`config.mk`:
```
export PLATFORM = sky130hd
export DESIGN_NAME = burst_writer
export DESIGN_NICKNAME = d
export VERILOG_FILES = /design/src/source/mixer_pkg.sv /design/src/source/burst_writer.sv
export SDC_FILE = /design/constraint.sdc
export NUM_CORES = 1
export LEC_CHECK = 0
export ABC_AREA = 1
export BUFFER_PORTS_ARGS = -buffer_cell sky130_fd_sc_hd__buf_2
export CAP_MARGIN = 15
export CORE_AREA = 10 10 177 179
export DETAILED_ROUTE_END_ITERATION = 6
export DIE_AREA = 0 0 187 189
export PLACE_DENSITY_LB_ADDON = 0.08
export SYNTH_ARGS = -nofsm -noshare
export SYNTH_HDL_FRONTEND = slang
export SYNTH_SLANG_ARGS = --single-unit
```
`constraint.sdc`:
```
create_clock -name pclk0 -period 2.4 [get_ports pclk0]
set_input_delay 0.48 -clock pclk0 [delete_from_list [all_inputs] [get_ports pclk0]]
set_output_delay 0.48 -clock pclk0 [all_outputs]
set_load 0.02 [all_outputs]
```
`src/source/mixer_pkg.sv`:
```
`default_nettype none

package mixer_pkg;

	localparam int PIXELS_PER_WORD = 8;
	localparam int BURST_WORDS     = 64;   // 512 pixels per segment
	localparam int WORD_BYTES      = 16;

	typedef logic [15:0]  pixel_t;         // 6-5-5, green on top
	typedef logic [127:0] mem_word_t;

	typedef struct packed {
		logic       hs;
		logic       vs;
		logic       de;
		logic [7:0] red;
		logic [7:0] green;
		logic [7:0] blue;
	} video_in_t;

	typedef struct packed {
		logic [1:0]  segment;
		logic [11:0] line;
	} word_tag_t;

	typedef struct packed {
		word_tag_t tag;
		mem_word_t word;
	} fifo_entry_t;

	// Controller instruction encoding
	typedef enum logic [2:0] {
		MEM_OP_WRITE = 3'b000
	} mem_op_t;

	typedef struct packed {
		logic        en;
		mem_op_t     op;
		logic [5:0]  bl;          // Burst length minus one
		logic [29:0] byte_addr;
	} mem_cmd_t;

	typedef struct packed {
		logic        en;
		logic [15:0] mask;        // Set bit masks that byte
		mem_word_t   data;
	} mem_wr_t;

	typedef enum logic [1:0] {
		GRANT_NONE,
		GRANT_PORT0,
		GRANT_PORT1
	} grant_t;

	typedef enum logic [1:0] {
		PHASE_IDLE,
		PHASE_DATA,
		PHASE_CMD
	} wr_phase_t;

endpackage

`default_nettype wire

```
`src/source/burst_writer.sv`:
```
`timescale 1ns/10ps
`default_nettype none

module burst_writer #(
	parameter int LINE_PIXELS = 1024,
	parameter int FRAME_LINES = 1080
) (
	input  wire                      pclk0,
	input  wire                      vrst,
	input  wire mixer_pkg::grant_t   grant,
	input  wire mixer_pkg::fifo_entry_t entry0,
	input  wire mixer_pkg::fifo_entry_t entry1,
	output logic                     pop0,
	output logic                     pop1,
	output mixer_pkg::mem_wr_t       mem_wr,
	input  wire                      mem_wr_full,
	output mixer_pkg::mem_cmd_t      mem_cmd,
	input  wire                      mem_cmd_full,
	output logic                     burst_done
);

	import mixer_pkg::*;

	localparam int PIXEL_BYTES = $bits(pixel_t) / 8;
	localparam logic [29:0] LINE_BYTES = 30'(LINE_PIXELS * PIXEL_BYTES);
	localparam logic [29:0] PORT_BYTES = 30'(FRAME_LINES * LINE_PIXELS * PIXEL_BYTES);
	localparam logic [29:0] SEG_BYTES  = 30'(BURST_WORDS * WORD_BYTES);
	localparam logic [6:0]  LAST_WORD  = 7'(BURST_WORDS - 1);

	wr_phase_t   phase;
	fifo_entry_t entry;
	logic [6:0]  pop_cnt;    // Words read from the FIFO
	logic [6:0]  acc_cnt;    // Words taken by the controller
	logic        wr_valid;
	logic        pop;
	logic        accept;
	logic [29:0] first_addr;
	logic [29:0] byte_addr;

	assign entry  = (grant == GRANT_PORT1) ? entry1 : entry0;
	assign pop    = (phase == PHASE_DATA) && (pop_cnt < 7'(BURST_WORDS)) && !mem_wr_full;
	assign pop0   = pop && (grant == GRANT_PORT0);
	assign pop1   = pop && (grant == GRANT_PORT1);
	assign accept = wr_valid && !mem_wr_full;

	assign first_addr = ((grant == GRANT_PORT1) ? PORT_BYTES : 30'd0)
		+ 30'(entry.tag.line) * LINE_BYTES
		+ 30'(entry.tag.segment) * SEG_BYTES;

	assign burst_done = (phase == PHASE_CMD) && !mem_cmd_full;

	always_comb begin
		mem_wr      = '0;             // No byte masked
		mem_wr.en   = wr_valid;
		mem_wr.data = entry.word;     // FIFO output holds until the next pop

		mem_cmd           = '0;
		mem_cmd.en        = (phase == PHASE_CMD);
		mem_cmd.op        = MEM_OP_WRITE;
		mem_cmd.bl        = 6'(BURST_WORDS - 1);
		mem_cmd.byte_addr = byte_addr;
	end

	always_ff @(posedge pclk0) begin
		if (vrst) begin
			phase    <= PHASE_IDLE;
			pop_cnt  <= '0;
			acc_cnt  <= '0;
			wr_valid <= 1'b0;
		end else begin
			case (phase)
				PHASE_IDLE: begin
					pop_cnt <= '0;
					acc_cnt <= '0;
					if (grant != GRANT_NONE)
						phase <= PHASE_DATA;
				end
				PHASE_DATA: begin
					// One word in flight, refilled as it is taken
					if (pop) begin
						pop_cnt  <= pop_cnt + 7'd1;
						wr_valid <= 1'b1;
					end else if (accept) begin
						wr_valid <= 1'b0;
					end
					if (accept) begin
						acc_cnt <= acc_cnt + 7'd1;
						if (acc_cnt == LAST_WORD)
							phase <= PHASE_CMD;
					end
				end
				PHASE_CMD: begin
					if (!mem_cmd_full)
						phase <= PHASE_IDLE;
				end
				default: phase <= PHASE_IDLE;
			endcase
		end
	end

	// Burst address from the first word's tag
	always_ff @(posedge pclk0) begin
		if (accept && acc_cnt == '0)
			byte_addr <= first_addr;
	end

endmodule

`default_nettype wire

```
==> metrics, run 1 <==
GRT Overall Usage 14.2%; maximum vdd ir drop 0.000252 V; Hold Startpoint pop_cnt[5]; worst path required time 1.92 ns; max cap viols 0; Yosys reg bits 31; first-pass GRT wire length 38,800 um; vias per cell 3.72; fillers 3,346; TritonCTS clock tree built; Hold Path Class register to register; port buffer count 436; initial antenna violation count 9; initial DRC count 225; sequential-to-total area share from yosys stat 16.2%; Area growth, synth to finish 37.2%; WL final 27,000 um; clock power share 28.7%; Overflow after GRT 0; Yosys warning total 0; drt pass-1 iters 5; cell with the largest stage delay on the worst path buf_4; Comb pwr share 48.4%; Inserted Clock Buffers 5; DP Wirelength 23,600 um; Ports 478; DIE HEIGHT 189 um; CTS Hold Bufs 0; Crit path largest cell delay 0.45 ns; final hold vios 0; sequential fraction of design power 22.9%; clock skew 0.00732 ns; Vias 5,684; Cell Area, Synth 4700 um2; RSZ-0062 raised after global routing no; Post-Place Cell Area 6270 um2; Setup crit end kind output pin; min Tclk post-route 2.22 ns; htree depth 2; WL/cell 17.6 um; Yosys cell types 32; CORE AREA 27,600 um2; Post-CTS Setup Inserts 0; CP Max Fanout 43; Final Cycle Share 92.6%; leak pwr 4.04 nW; startpoint types primary input; NumNets Final 1,441; WS Path Type primary input to output pin; Remaining DRCs 0; setup ws final 0.177 ns; Routed Antenna Nets 0; syn avg cell area 5.54 um2; switch share 41.4%; Internal 0.00149 W; pre-CTS setup slack 0.166 ns; switching power 0.00106 W; worst path buffer plus inverter count 4; Longest Clk Path Bufs 2; register clock-pin slew on the reported worst setup and hold paths 0.05 ns; Max Transition Viols Final 0; crit path launch grant[0]; clock latency at the later pin of the worst-skew pair 0.28 ns; Die X 187 um; post-cts resize count 0; row cnt 61; starting density of the core 17.0%; Crit path arrival time 1.74 ns; fmax 0.450 GHz; status completed; largest net degree at the start of global routing 88; TritonCTS Sinks 31; Die ar. 35,300 um2; Top delay family on crit path buffers and inverters; layout cells sized above 1 41.2%; Power Dens Cells 395 nW/um2; Critical Path, Cell by Cell buf_2 -> inv_2 -> nand2_4 -> buf_4 -> nand2_1 -> nand2_1 -> buf_2; CTS root buf clkbuf_16; Finish-stage setup viols 0; Cells after Synth 849; Worst R2R Start phase[1]; final instance area 6450 um2; vias in the first global route 6,099; gpl congestion 0.855
==> power by group through the flow <==
stage          combinational (W)  sequential (W)  clock [W]
2_1_floorplan           0.000955        0.000605          0
3_3_place_gp             0.00126        0.000597          0
3_5_place_dp             0.00125        0.000597          0
4_1_cts                  0.00126        0.000585   0.000756
5_1_grt                  0.00137        0.000587   0.000781
6_report                 0.00124        0.000585   0.000731
==> area by class of cell <==
cell class / instances / area, um2 / area share (%)
antenna: 5 / 12.5 / 0.194
clock buffer: 7 / 164 / 2.54
clock inverter: 1 / 5.00 / 0.0775
inverter: 40 / 150 / 2.33
multi-input combinational: 615 / 2540 / 39.4
sequential: 31 / 761 / 11.8
tap: 378 / 473 / 7.33
timing repair buffer: 453 / 2350 / 36.4
==> sequential cells by signal (all words and copies together) (netlist names) <==
register	cells
byte_addr	14
acc_cnt	7
pop_cnt	7
phase	2
wr_valid	1
==> cells by family (layout without fill, tap and decap cells) <==
family | count (synthesis) | after routing | synth area share, %
other | 2 | 46 | 0.160
and+or+nand+nor | 532 | 532 | 44.1
adders and majority gates | 5 | 5 | 1.33
buffers and inverters | 242 | 501 | 33.3
DFF | 31 | 31 | 16.2
AOI/OAI and AO/OA | 30 | 30 | 3.62
xor gates and xnor gates | 7 | 7 | 1.30
==> worst paths after layout <==
kind,cells after the start,slack (ns),to
min reg2reg,2,0.46,pop_cnt[5]
max reg2reg,9,0.74,pop_cnt[6]
min,2,0.46,pop_cnt[5]
max,7,0.18,mem_wr[75]
==> routing by layer <==
layer / global-route usage, % / up-vias / routed length, um
li1: - / 2968 / -
met1: 15.0 / 2400 / 10200
met2: 27.2 / 278 / 14300
met3: 4.37 / 32 / 1970
met4: 2.88 / 6 / 507
met5: 0 / - / 34
==> cells in the mapped netlist (all sizes together) <==
cell type,n,area share [%]
a211oi,2,0.32
a21oi,14,1.6
a221oi,1,0.19
a31o,1,0.19
a31oi,1,0.13
and2,1,0.13
buf,184,29
clkbuf,18,1.4
conb,2,0.16
dfxtp,17,7.2
edfxtp,14,8.9
ha,5,1.3
inv,40,3.2
nand2,465,37
nand3,23,2.4
nand3b,1,0.16
nand4,8,1.1
nor2,29,2.5
nor3,3,0.32
nor4,1,0.13
o21ai,10,1.1
o21bai,1,0.16
or2,1,0.13
xor2,7,1.3
==> cells in the final DEF (no fill, tap or decap), types with 2 or more instances in the layout <==
cell / netlist / final
a211oi_1: 2 / 2
edfxtp_1: 14 / 14
nand3_1: 23 / 23
o21ai_0: 8 / 8
ha_1: 5 / 5
dfxtp_1: 17 / 17
conb_1: 2 / 41
nand4_1: 8 / 8
inv_2: 5 / 5
a21oi_1: 13 / 13
nor3_1: 3 / 3
xor2_1: 7 / 7
o21ai_1: 2 / 2
buf_12: 0 / 3
clkbuf_16: 0 / 6
nand2_1: 464 / 464
nor2_1: 27 / 27
inv_1: 35 / 35
diode_2: 0 / 5
buf_4: 172 / 14
buf_2: 11 / 436
==> stage by stage <==
step | hold WS, ns | util [%] | power (W) | cells | setup TNS [ns]
floorplan | 0.438 | - | 0.00156 | 888 | -0.0223
CTS | 0.463 | 23.3 | 0.00260 | 1525 | 0
global placement | 0.457 | 22.7 | 0.00185 | 1517 | 0
finish | 0.459 | 23.4 | 0.00255 | 1530 | 0
detailed placement | 0.454 | 22.7 | 0.00185 | 1517 | 0
global route | 0.478 | 23.3 | 0.00274 | 1529 | 0
==> worst reg2reg max path: stages, from the launching register on <==
cell     delay (ns)
dfxtp_1        0.31
inv_1          0.08
nand2_1        0.11
inv_1          0.15
nand3_1        0.17
nand2_1        0.22
inv_1          0.08
nor2_1         0.22
nand4_1        0.13
a21oi_1        0.14
(Power assumes the default switching activity.)
==> run 2, diff against run 1 <==
--- a/config.mk
+++ b/config.mk
@@ -5,12 +5,11 @@
 export SDC_FILE = /design/constraint.sdc
 export NUM_CORES = 1
 export LEC_CHECK = 0
-export ABC_AREA = 1
 export BUFFER_PORTS_ARGS = -buffer_cell sky130_fd_sc_hd__buf_2
 export CAP_MARGIN = 15
-export CORE_AREA = 10 10 177 179
+export CORE_AREA = 10 10 180 182
 export DETAILED_ROUTE_END_ITERATION = 6
-export DIE_AREA = 0 0 187 189
+export DIE_AREA = 0 0 190 192
 export PLACE_DENSITY_LB_ADDON = 0.08
 export SYNTH_ARGS = -nofsm -noshare
 export SYNTH_HDL_FRONTEND = slang
==> run 2 against run 1 <==
  * Final area is 1.6% higher
  * Clock skew increased by 0.0016 ns
  * Fmax down 0.61%
  * Largest cell class unchanged
==> metrics, run 2 <==
status completed (unchanged); Post-synth top flop dfxtp_1 (unchanged); register clock-pin slew on the reported worst setup and hold paths 0.06 ns (was 0.05 ns); gpl congestion 0.780 (was 0.855); CP Max Fanout 56 (was 43); initial DRC count 272 (was 225); Remaining DRCs 0 (unchanged); initial antenna violation count 5 (was 9); Routed Antenna Nets 0 (unchanged); Die ar. 36,500 um2 (was 35,300 um2); Top reg by flops byte_addr (unchanged); Post-Place Cell Area 6390 um2 (was 6270 um2); Hold Path Class primary input to register (was register to register); Area growth, synth to finish 38.2% (was 37.2%); CORE AREA 28,600 um2 (was 27,600 um2); starting density of the core 16.6% (was 17.0%); sequential-to-total area share from yosys stat 16.0% (was 16.2%); biggest regs byte_addr x14, acc_cnt x7, pop_cnt x7 (unchanged); Inserted Clock Buffers 5 (unchanged); WL final 25,900 um (was 27,000 um); first-pass GRT wire length 36,800 um (was 38,800 um); min Tclk post-route 2.24 ns (was 2.22 ns); port buffer count 436 (unchanged); Overflow after GRT 0 (unchanged); Power Dens Cells 376 nW/um2 (was 395 nW/um2); Post-CTS Setup Inserts 0 (unchanged); mux share of post-synthesis cell area 0.870% (was 0%); Max-slew headroom 63.9%; Synth Area in Adders 1.32% (was 1.33%); Yosys reg bits 31 (unchanged); maximum vdd ir drop 0.000277 V (was 0.000252 V); simple logic cell fraction of the synthesized area 41.1% (was 44.1%); worst path required time 1.92 ns (about the same); Yosys warning total 0 (unchanged); Final Cycle Share 93.2% (was 92.6%); Cell Area, Synth 4750 um2 (was 4700 um2); Worst Tran Pin Value 0.540 ns; cell with the largest stage delay on the worst path buf_6 (was buf_4); synth cell count leaders nand2_1, buf_4, nor2_1 (was nand2_1, buf_4, inv_1); TritonCTS clock tree built (unchanged); Die X 190 um (was 187 um); NumNets Final 1,400 (was 1,441); fillers 3,289 (was 3,346); main combinational cell family by area after synthesis simple AND/OR/NAND/NOR gates (unchanged); number of synthesized flops with an enable pin 14 (unchanged); WS Path Type primary input to output pin (unchanged); Max Transition Viols Final 0 (unchanged); syn avg cell area 5.88 um2 (was 5.54 um2); fraction of registers with async set/reset 0% (unchanged); startpoint types primary input (unchanged); layout cells sized above 1 43.5% (was 41.2%); GRT Overall Usage 13.0% (was 14.2%); DIE HEIGHT 192 um (was 189 um); RSZ-0062 raised after global routing no (unchanged); Longest Clk Path Bufs 2 (unchanged); commonest non-fill, non-tap cell in the layout buf_2 (was nand2_1); max FFs per register 14 (unchanged); Ports 478 (unchanged); CTS root buf clkbuf_16 (unchanged); Post-Synth XOR/XNOR Area 3.14% (was 1.30%); htree depth 2 (unchanged); dominant cell type by area after synthesis nand2_1 (unchanged); max cap viols 0 (unchanged); Vias 5,619 (was 5,684); leak pwr 3.88 nW (was 4.04 nW); final hold vios 0 (unchanged); vias in the first global route 5,810 (was 6,099); TritonCTS Sinks 31 (unchanged); clock skew 0.00896 ns (was 0.00732 ns); most frequent cell after synthesis nand2_1 (unchanged); drt pass-1 iters 5 (unchanged); WL/cell 17.4 um (was 17.6 um); clock latency at the later pin of the worst-skew pair 0.29 ns (was 0.28 ns); Crit path largest cell delay 0.38 ns (was 0.45 ns); Finish-stage setup viols 0 (unchanged); Crit path arrival time 1.76 ns (was 1.74 ns); row cnt 62 (was 61); Yosys top cell area share 32.7% (was 37.0%); ranking of synthesized cells by area nand2_1, buf_4, edfxtp_1 (unchanged); worst path buffer plus inverter count 4 (unchanged); Critical Path, Cell by Cell buf_2 -> nor2b_4 -> buf_6 -> buf_4 -> nand2_1 -> nand2_1 -> buf_2 (was buf_2 -> inv_2 -> nand2_4 -> buf_4 -> nand2_1 -> nand2_1 -> buf_2); fmax 0.447 GHz (was 0.450 GHz); commonest non-fill, non-tap cells in the layout buf_2, nand2_1, conb_1 (was nand2_1, buf_2, conb_1); setup TNS 0 ns (unchanged); Yosys cell types 49 (was 32); Cells after Synth 807 (was 849); DP Wirelength 22,500 um (was 23,600 um); number of antenna repair diodes 0 (was 5); final instance area 6560 um2 (was 6450 um2); vias per cell 3.77 (was 3.72); Top delay family on crit path buffers and inverters (unchanged); largest net degree at the start of global routing 74 (was 88); Synth Area in Compound Gates 6.80% (was 3.62%); Setup crit end kind output pin (unchanged)
-- run 2: power by group --
group	switching [W]	internal, W
logic	0.000743	0.000445
clock network	0.000257	0.000447
registers	0.00000647	0.000569
-- run 2: routing by layer --
metal  share of wire, %  GRT usage, %  vias up
li1                   -             -     2914
met1                 39          14.1     2396
met2                 51          24.0      286
met3                9.7          4.97       15
met4               0.43          1.28        8
met5               0.22             0        -
-- run 2: cell type report --
cell class	instances	area [um2]	area share [%]
Timing Repair Buffer	458	2380	36.3
Inverter	8	30.0	0.458
Multi-Input combinational cell	601	2740	41.8
Clock inverter	2	13.8	0.210
Clock buffer	6	150	2.29
Tap cell	384	480	7.33
Sequential cell	31	761	11.6
-- run 2: worst paths after layout --
| kind | cells past startpoint | slack (ns) | end | startpoint |
|---|---|---|---|---|
| setup reg to reg | 3 | 0.63 | byte_addr[17] | acc_cnt[3] |
| hold reg to reg | 2 | 0.53 | pop_cnt[4] | pop_cnt[4] |
| setup / recovery | 7 | 0.16 | mem_wr[98] | grant[1] |
| hold / removal | 3 | 0.44 | phase[1] | mem_cmd_full |
-- run 2: through the flow --
stage	std cells	utilization, %	power, W	setup slack (ns)	hold slack, ns
6_report	1490	22.9	0.00247	0.163	0.444
5_1_grt	1490	22.9	0.00265	0.0524	0.503
4_1_cts	1490	22.9	0.00251	0.0450	0.443
2_1_floorplan	846	-	0.00152	-0.0799	0.479
3_3_place_gp	1483	22.3	0.00180	-0.123	0.515
3_5_place_dp	1483	22.3	0.00180	-0.120	0.514
-- run 2: what timing repair did --
item	CTS	global route
setup endpoints to repair	8	10
cloned	0	0
gates resized for setup	1	1
hold buffers	0	0
-- run 2: worst reg2reg max path: stages, from the launching register on --
cell and delay (ns):
dfxtp_1 0.34, or4_1 0.58, nor4_4 0.22, buf_4 0.29
-- run 2: cells by family (layout without fill, tap and decap cells) --
logic type	Yosys count	after routing
other	2	41
XOR/XNOR	17	17
AND/OR/NAND/NOR	487	487
flip-flops	31	31
multiplexers	4	4
adder cells (fa/ha/maj)	5	5
buffers and inverters	214	474
AO/OA/AOI/OAI	47	47
==> run 3, diff against run 2 <==
--- a/config.mk
+++ b/config.mk
@@ -7,6 +7,8 @@
 export LEC_CHECK = 0
 export BUFFER_PORTS_ARGS = -buffer_cell sky130_fd_sc_hd__buf_2
 export CAP_MARGIN = 15
+export CELL_PAD_IN_SITES_DETAIL_PLACEMENT = 1
+export CELL_PAD_IN_SITES_GLOBAL_PLACEMENT = 1
 export CORE_AREA = 10 10 180 182
 export DETAILED_ROUTE_END_ITERATION = 6
 export DIE_AREA = 0 0 190 192
@@ -14,3 +16,4 @@
 export SYNTH_ARGS = -nofsm -noshare
 export SYNTH_HDL_FRONTEND = slang
 export SYNTH_SLANG_ARGS = --single-unit
+export TNS_END_PERCENT = 5
==> run 3 against run 2 <==
  * Via count rose by 2.4%
  * Sequential power about the same
  * Setup slack got worse by 0.015 ns
  * Die area unchanged
  * Non-clock buffer count is 1 lower
  * Wire length up 8.4%
  * Core utilization is 0.096 points lower
  * Total power is 0.91% higher
  * Clock power rose by 3.6%
  * First-iteration DRC count shrank 38%
  * Critical path type unchanged
  * Highest routed layer unchanged
==> metrics, run 3 (synthesis gave the netlist of run 2 again) <==
status completed (unchanged); initial DRC count 168 (was 272); Routed Antenna Nets 0 (unchanged); wl on met1 10,700 um (was 10,100 um); Max-slew headroom 59.0% (was 63.9%); Power Dens Cells 381 nW/um2 (was 376 nW/um2); CTS root buf clkbuf_16 (unchanged); Core Util, Final 22.8% (was 22.9%); max FFs per register 14 (unchanged); RSZ-0062 raised after global routing no (unchanged); Hold Path Stages 3 (unchanged); DP Wirelength 24,500 um (was 22,500 um); WL final 28,100 um (was 25,900 um); WL/cell 18.8 um (was 17.4 um); Crit path arrival time 1.77 ns (was 1.76 ns); cell with the largest stage delay on the worst path buf_4 (was buf_6); pre-CTS setup slack -0.112 ns (was -0.120 ns); starting density of the core 16.6% (unchanged); Overflow after GRT 0 (unchanged); Area growth, synth to finish 37.6% (was 38.2%); htree depth 2 (unchanged); WS Path Type primary input to output pin (unchanged); Sequential cell area 761 um2 (unchanged); worst path required time 1.92 ns (about the same); first-pass GRT wire length 39,500 um (was 36,800 um); Finish-stage setup viols 0 (unchanged); Vias 5,755 (was 5,619); port buffer count 436 (unchanged); Worst R2R Start acc_cnt[3] (unchanged); GRT Overall Usage 14.1% (was 13.0%); reg2reg path depth 3 (unchanged); CORE AREA 28,600 um2 (unchanged); maximum vdd ir drop 0.000220 V (was 0.000277 V); Top reg by flops byte_addr (unchanged); commonest non-fill, non-tap cells in the layout buf_2, nand2_1, conb_1 (unchanged); Top delay family on crit path buffers and inverters (unchanged); Longest Clk Path Bufs 2 (unchanged); Worst Tran Pin Value 0.616 ns (was 0.540 ns); fillers 3,823 (was 3,289); TritonCTS Sinks 31 (unchanged); final hold vios 0 (unchanged); Remaining DRCs 0 (unchanged); wire length on met3 2460 um (was 2510 um); R2R Setup Slk 0.63 ns (about the same); NumNets Final 1,399 (was 1,400); clock skew 0.00992 ns (was 0.00896 ns); uppermost layer routed met5 (unchanged); gpl congestion 0.772 (was 0.780); layout cells sized above 1 43.2% (was 43.5%); commonest non-fill, non-tap cell in the layout buf_2 (unchanged); Crit path largest cell delay 0.22 ns (was 0.38 ns); Die X 190 um (unchanged); total power 0.00249 W (was 0.00247 W); area occupied by multi-input gates 2710 um2 (was 2740 um2); Hold Startpoint mem_cmd_full (unchanged); drt pass-1 iters 4 (was 5); vias in the first global route 6,224 (was 5,810); leak pwr 3.88 nW (about the same); setup ws final 0.148 ns (was 0.163 ns); fmax 0.444 GHz (was 0.447 GHz); Final Cycle Share 93.8% (was 93.2%); initial antenna violation count 8 (was 5); Hold Path Class primary input to register (unchanged); min Tclk post-route 2.25 ns (was 2.24 ns); Setup crit end kind output pin (unchanged); largest net degree at the start of global routing 60 (was 74); TritonCTS clock tree built (unchanged); register clock-pin slew on the reported worst setup and hold paths 0.06 ns (about the same); clock latency at the later pin of the worst-skew pair 0.28 ns (was 0.29 ns); startpoint types primary input (unchanged); Max Transition Viols Final 0 (unchanged); vias per cell 3.86 (was 3.77); CP Max Fanout 23 (was 56); Inserted Clock Buffers 5 (unchanged); worst path buffer plus inverter count 5 (was 4); Ports 478 (unchanged); CTS Hold Bufs 0 (unchanged); max cap viols 0 (unchanged); Hold Path Sink phase[1] (unchanged); row cnt 62 (unchanged); biggest regs byte_addr x14, acc_cnt x7, pop_cnt x7 (unchanged); reg-to-reg endpoint byte_addr[19] (was byte_addr[17]); met2 routed WL 14,500 um (was 13,200 um); Critical Path, Cell by Cell buf_2 -> nor2b_4 -> buf_4 -> buf_8 -> buf_8 -> nand2_1 -> nand2_1 -> buf_2 (was buf_2 -> nor2b_4 -> buf_6 -> buf_4 -> nand2_1 -> nand2_1 -> buf_2); DIE HEIGHT 192 um (unchanged); Die ar. 36,500 um2 (unchanged)
## run 3: cell types whose count changed in the layout (fill, tap and decap cells not counted), sizes merged
cell / previous run / this run
clkinv: 2 / 1
diode: 0 / 3
buf: 458 / 457
clkbuf: 6 / 7
## run 3: final cells by class
type / count / area share (%)
inverters: 8 / 0.460
diodes: 3 / 0.115
multi-input cells: 601 / 41.5
clock buffers: 7 / 2.51
flip-flops and latches: 31 / 11.6
clock inverters: 1 / 0.0766
well taps: 384 / 7.36
repair buffers: 457 / 36.4
## run 3: worst reg2reg max path: stages, from the launching register on
cell and delay, ns:
dfxtp_1 0.34, or4_1 0.59, nor4_4 0.22, buf_4 0.30
## run 3: repair_timing
item	in CTS	in global routing
buffers inserted	0	0
endpoints found under the setup margin	23	31
gates resized for setup	1	5
## run 3: worst max-delay path by stage
stage	from	endpoint	slack [ns]	depth (start not counted)
floorplan	grant[0]	byte_addr[19]	-0.27	13
CTS	grant[1]	mem_wr[24]	0.009	8
finish	grant[1]	mem_wr[24]	0.15	8
detailed placement	grant[1]	byte_addr[21]	-0.11	11
global route	grant[1]	mem_wr[34]	0.008	8
global placement	grant[0]	byte_addr[23]	-0.06	12
## run 3: routing by layer
layer  up-vias  GRT usage (%)
li1       2912              -
met1      2535           15.1
met3        22           4.72
met2       280           26.6
met4         6           2.01
met5         -              0
## run 3: per-stage QoR
step	TNS [ns]	std cells	area (um2)	hold WS [ns]
finish	0	1492	6530	0.458
global route	0	1491	6530	0.471
CTS	0	1489	6500	0.452
detailed placement	-1.55	1481	6330	0.507
global placement	-0.366	1481	6330	0.501
floorplan	-1.49	846	4920	0.479
## run 3: report_power, final
group	leakage [nW]	total, W	internal [W]	switching, W
Clock	0.0851	0.000729	0.000475	0.000255
Combinational	3.53	0.00119	0.000442	0.000744
Sequential	0.264	0.000576	0.000569	0.00000658
Total	3.88	0.00249	0.00149	0.00100
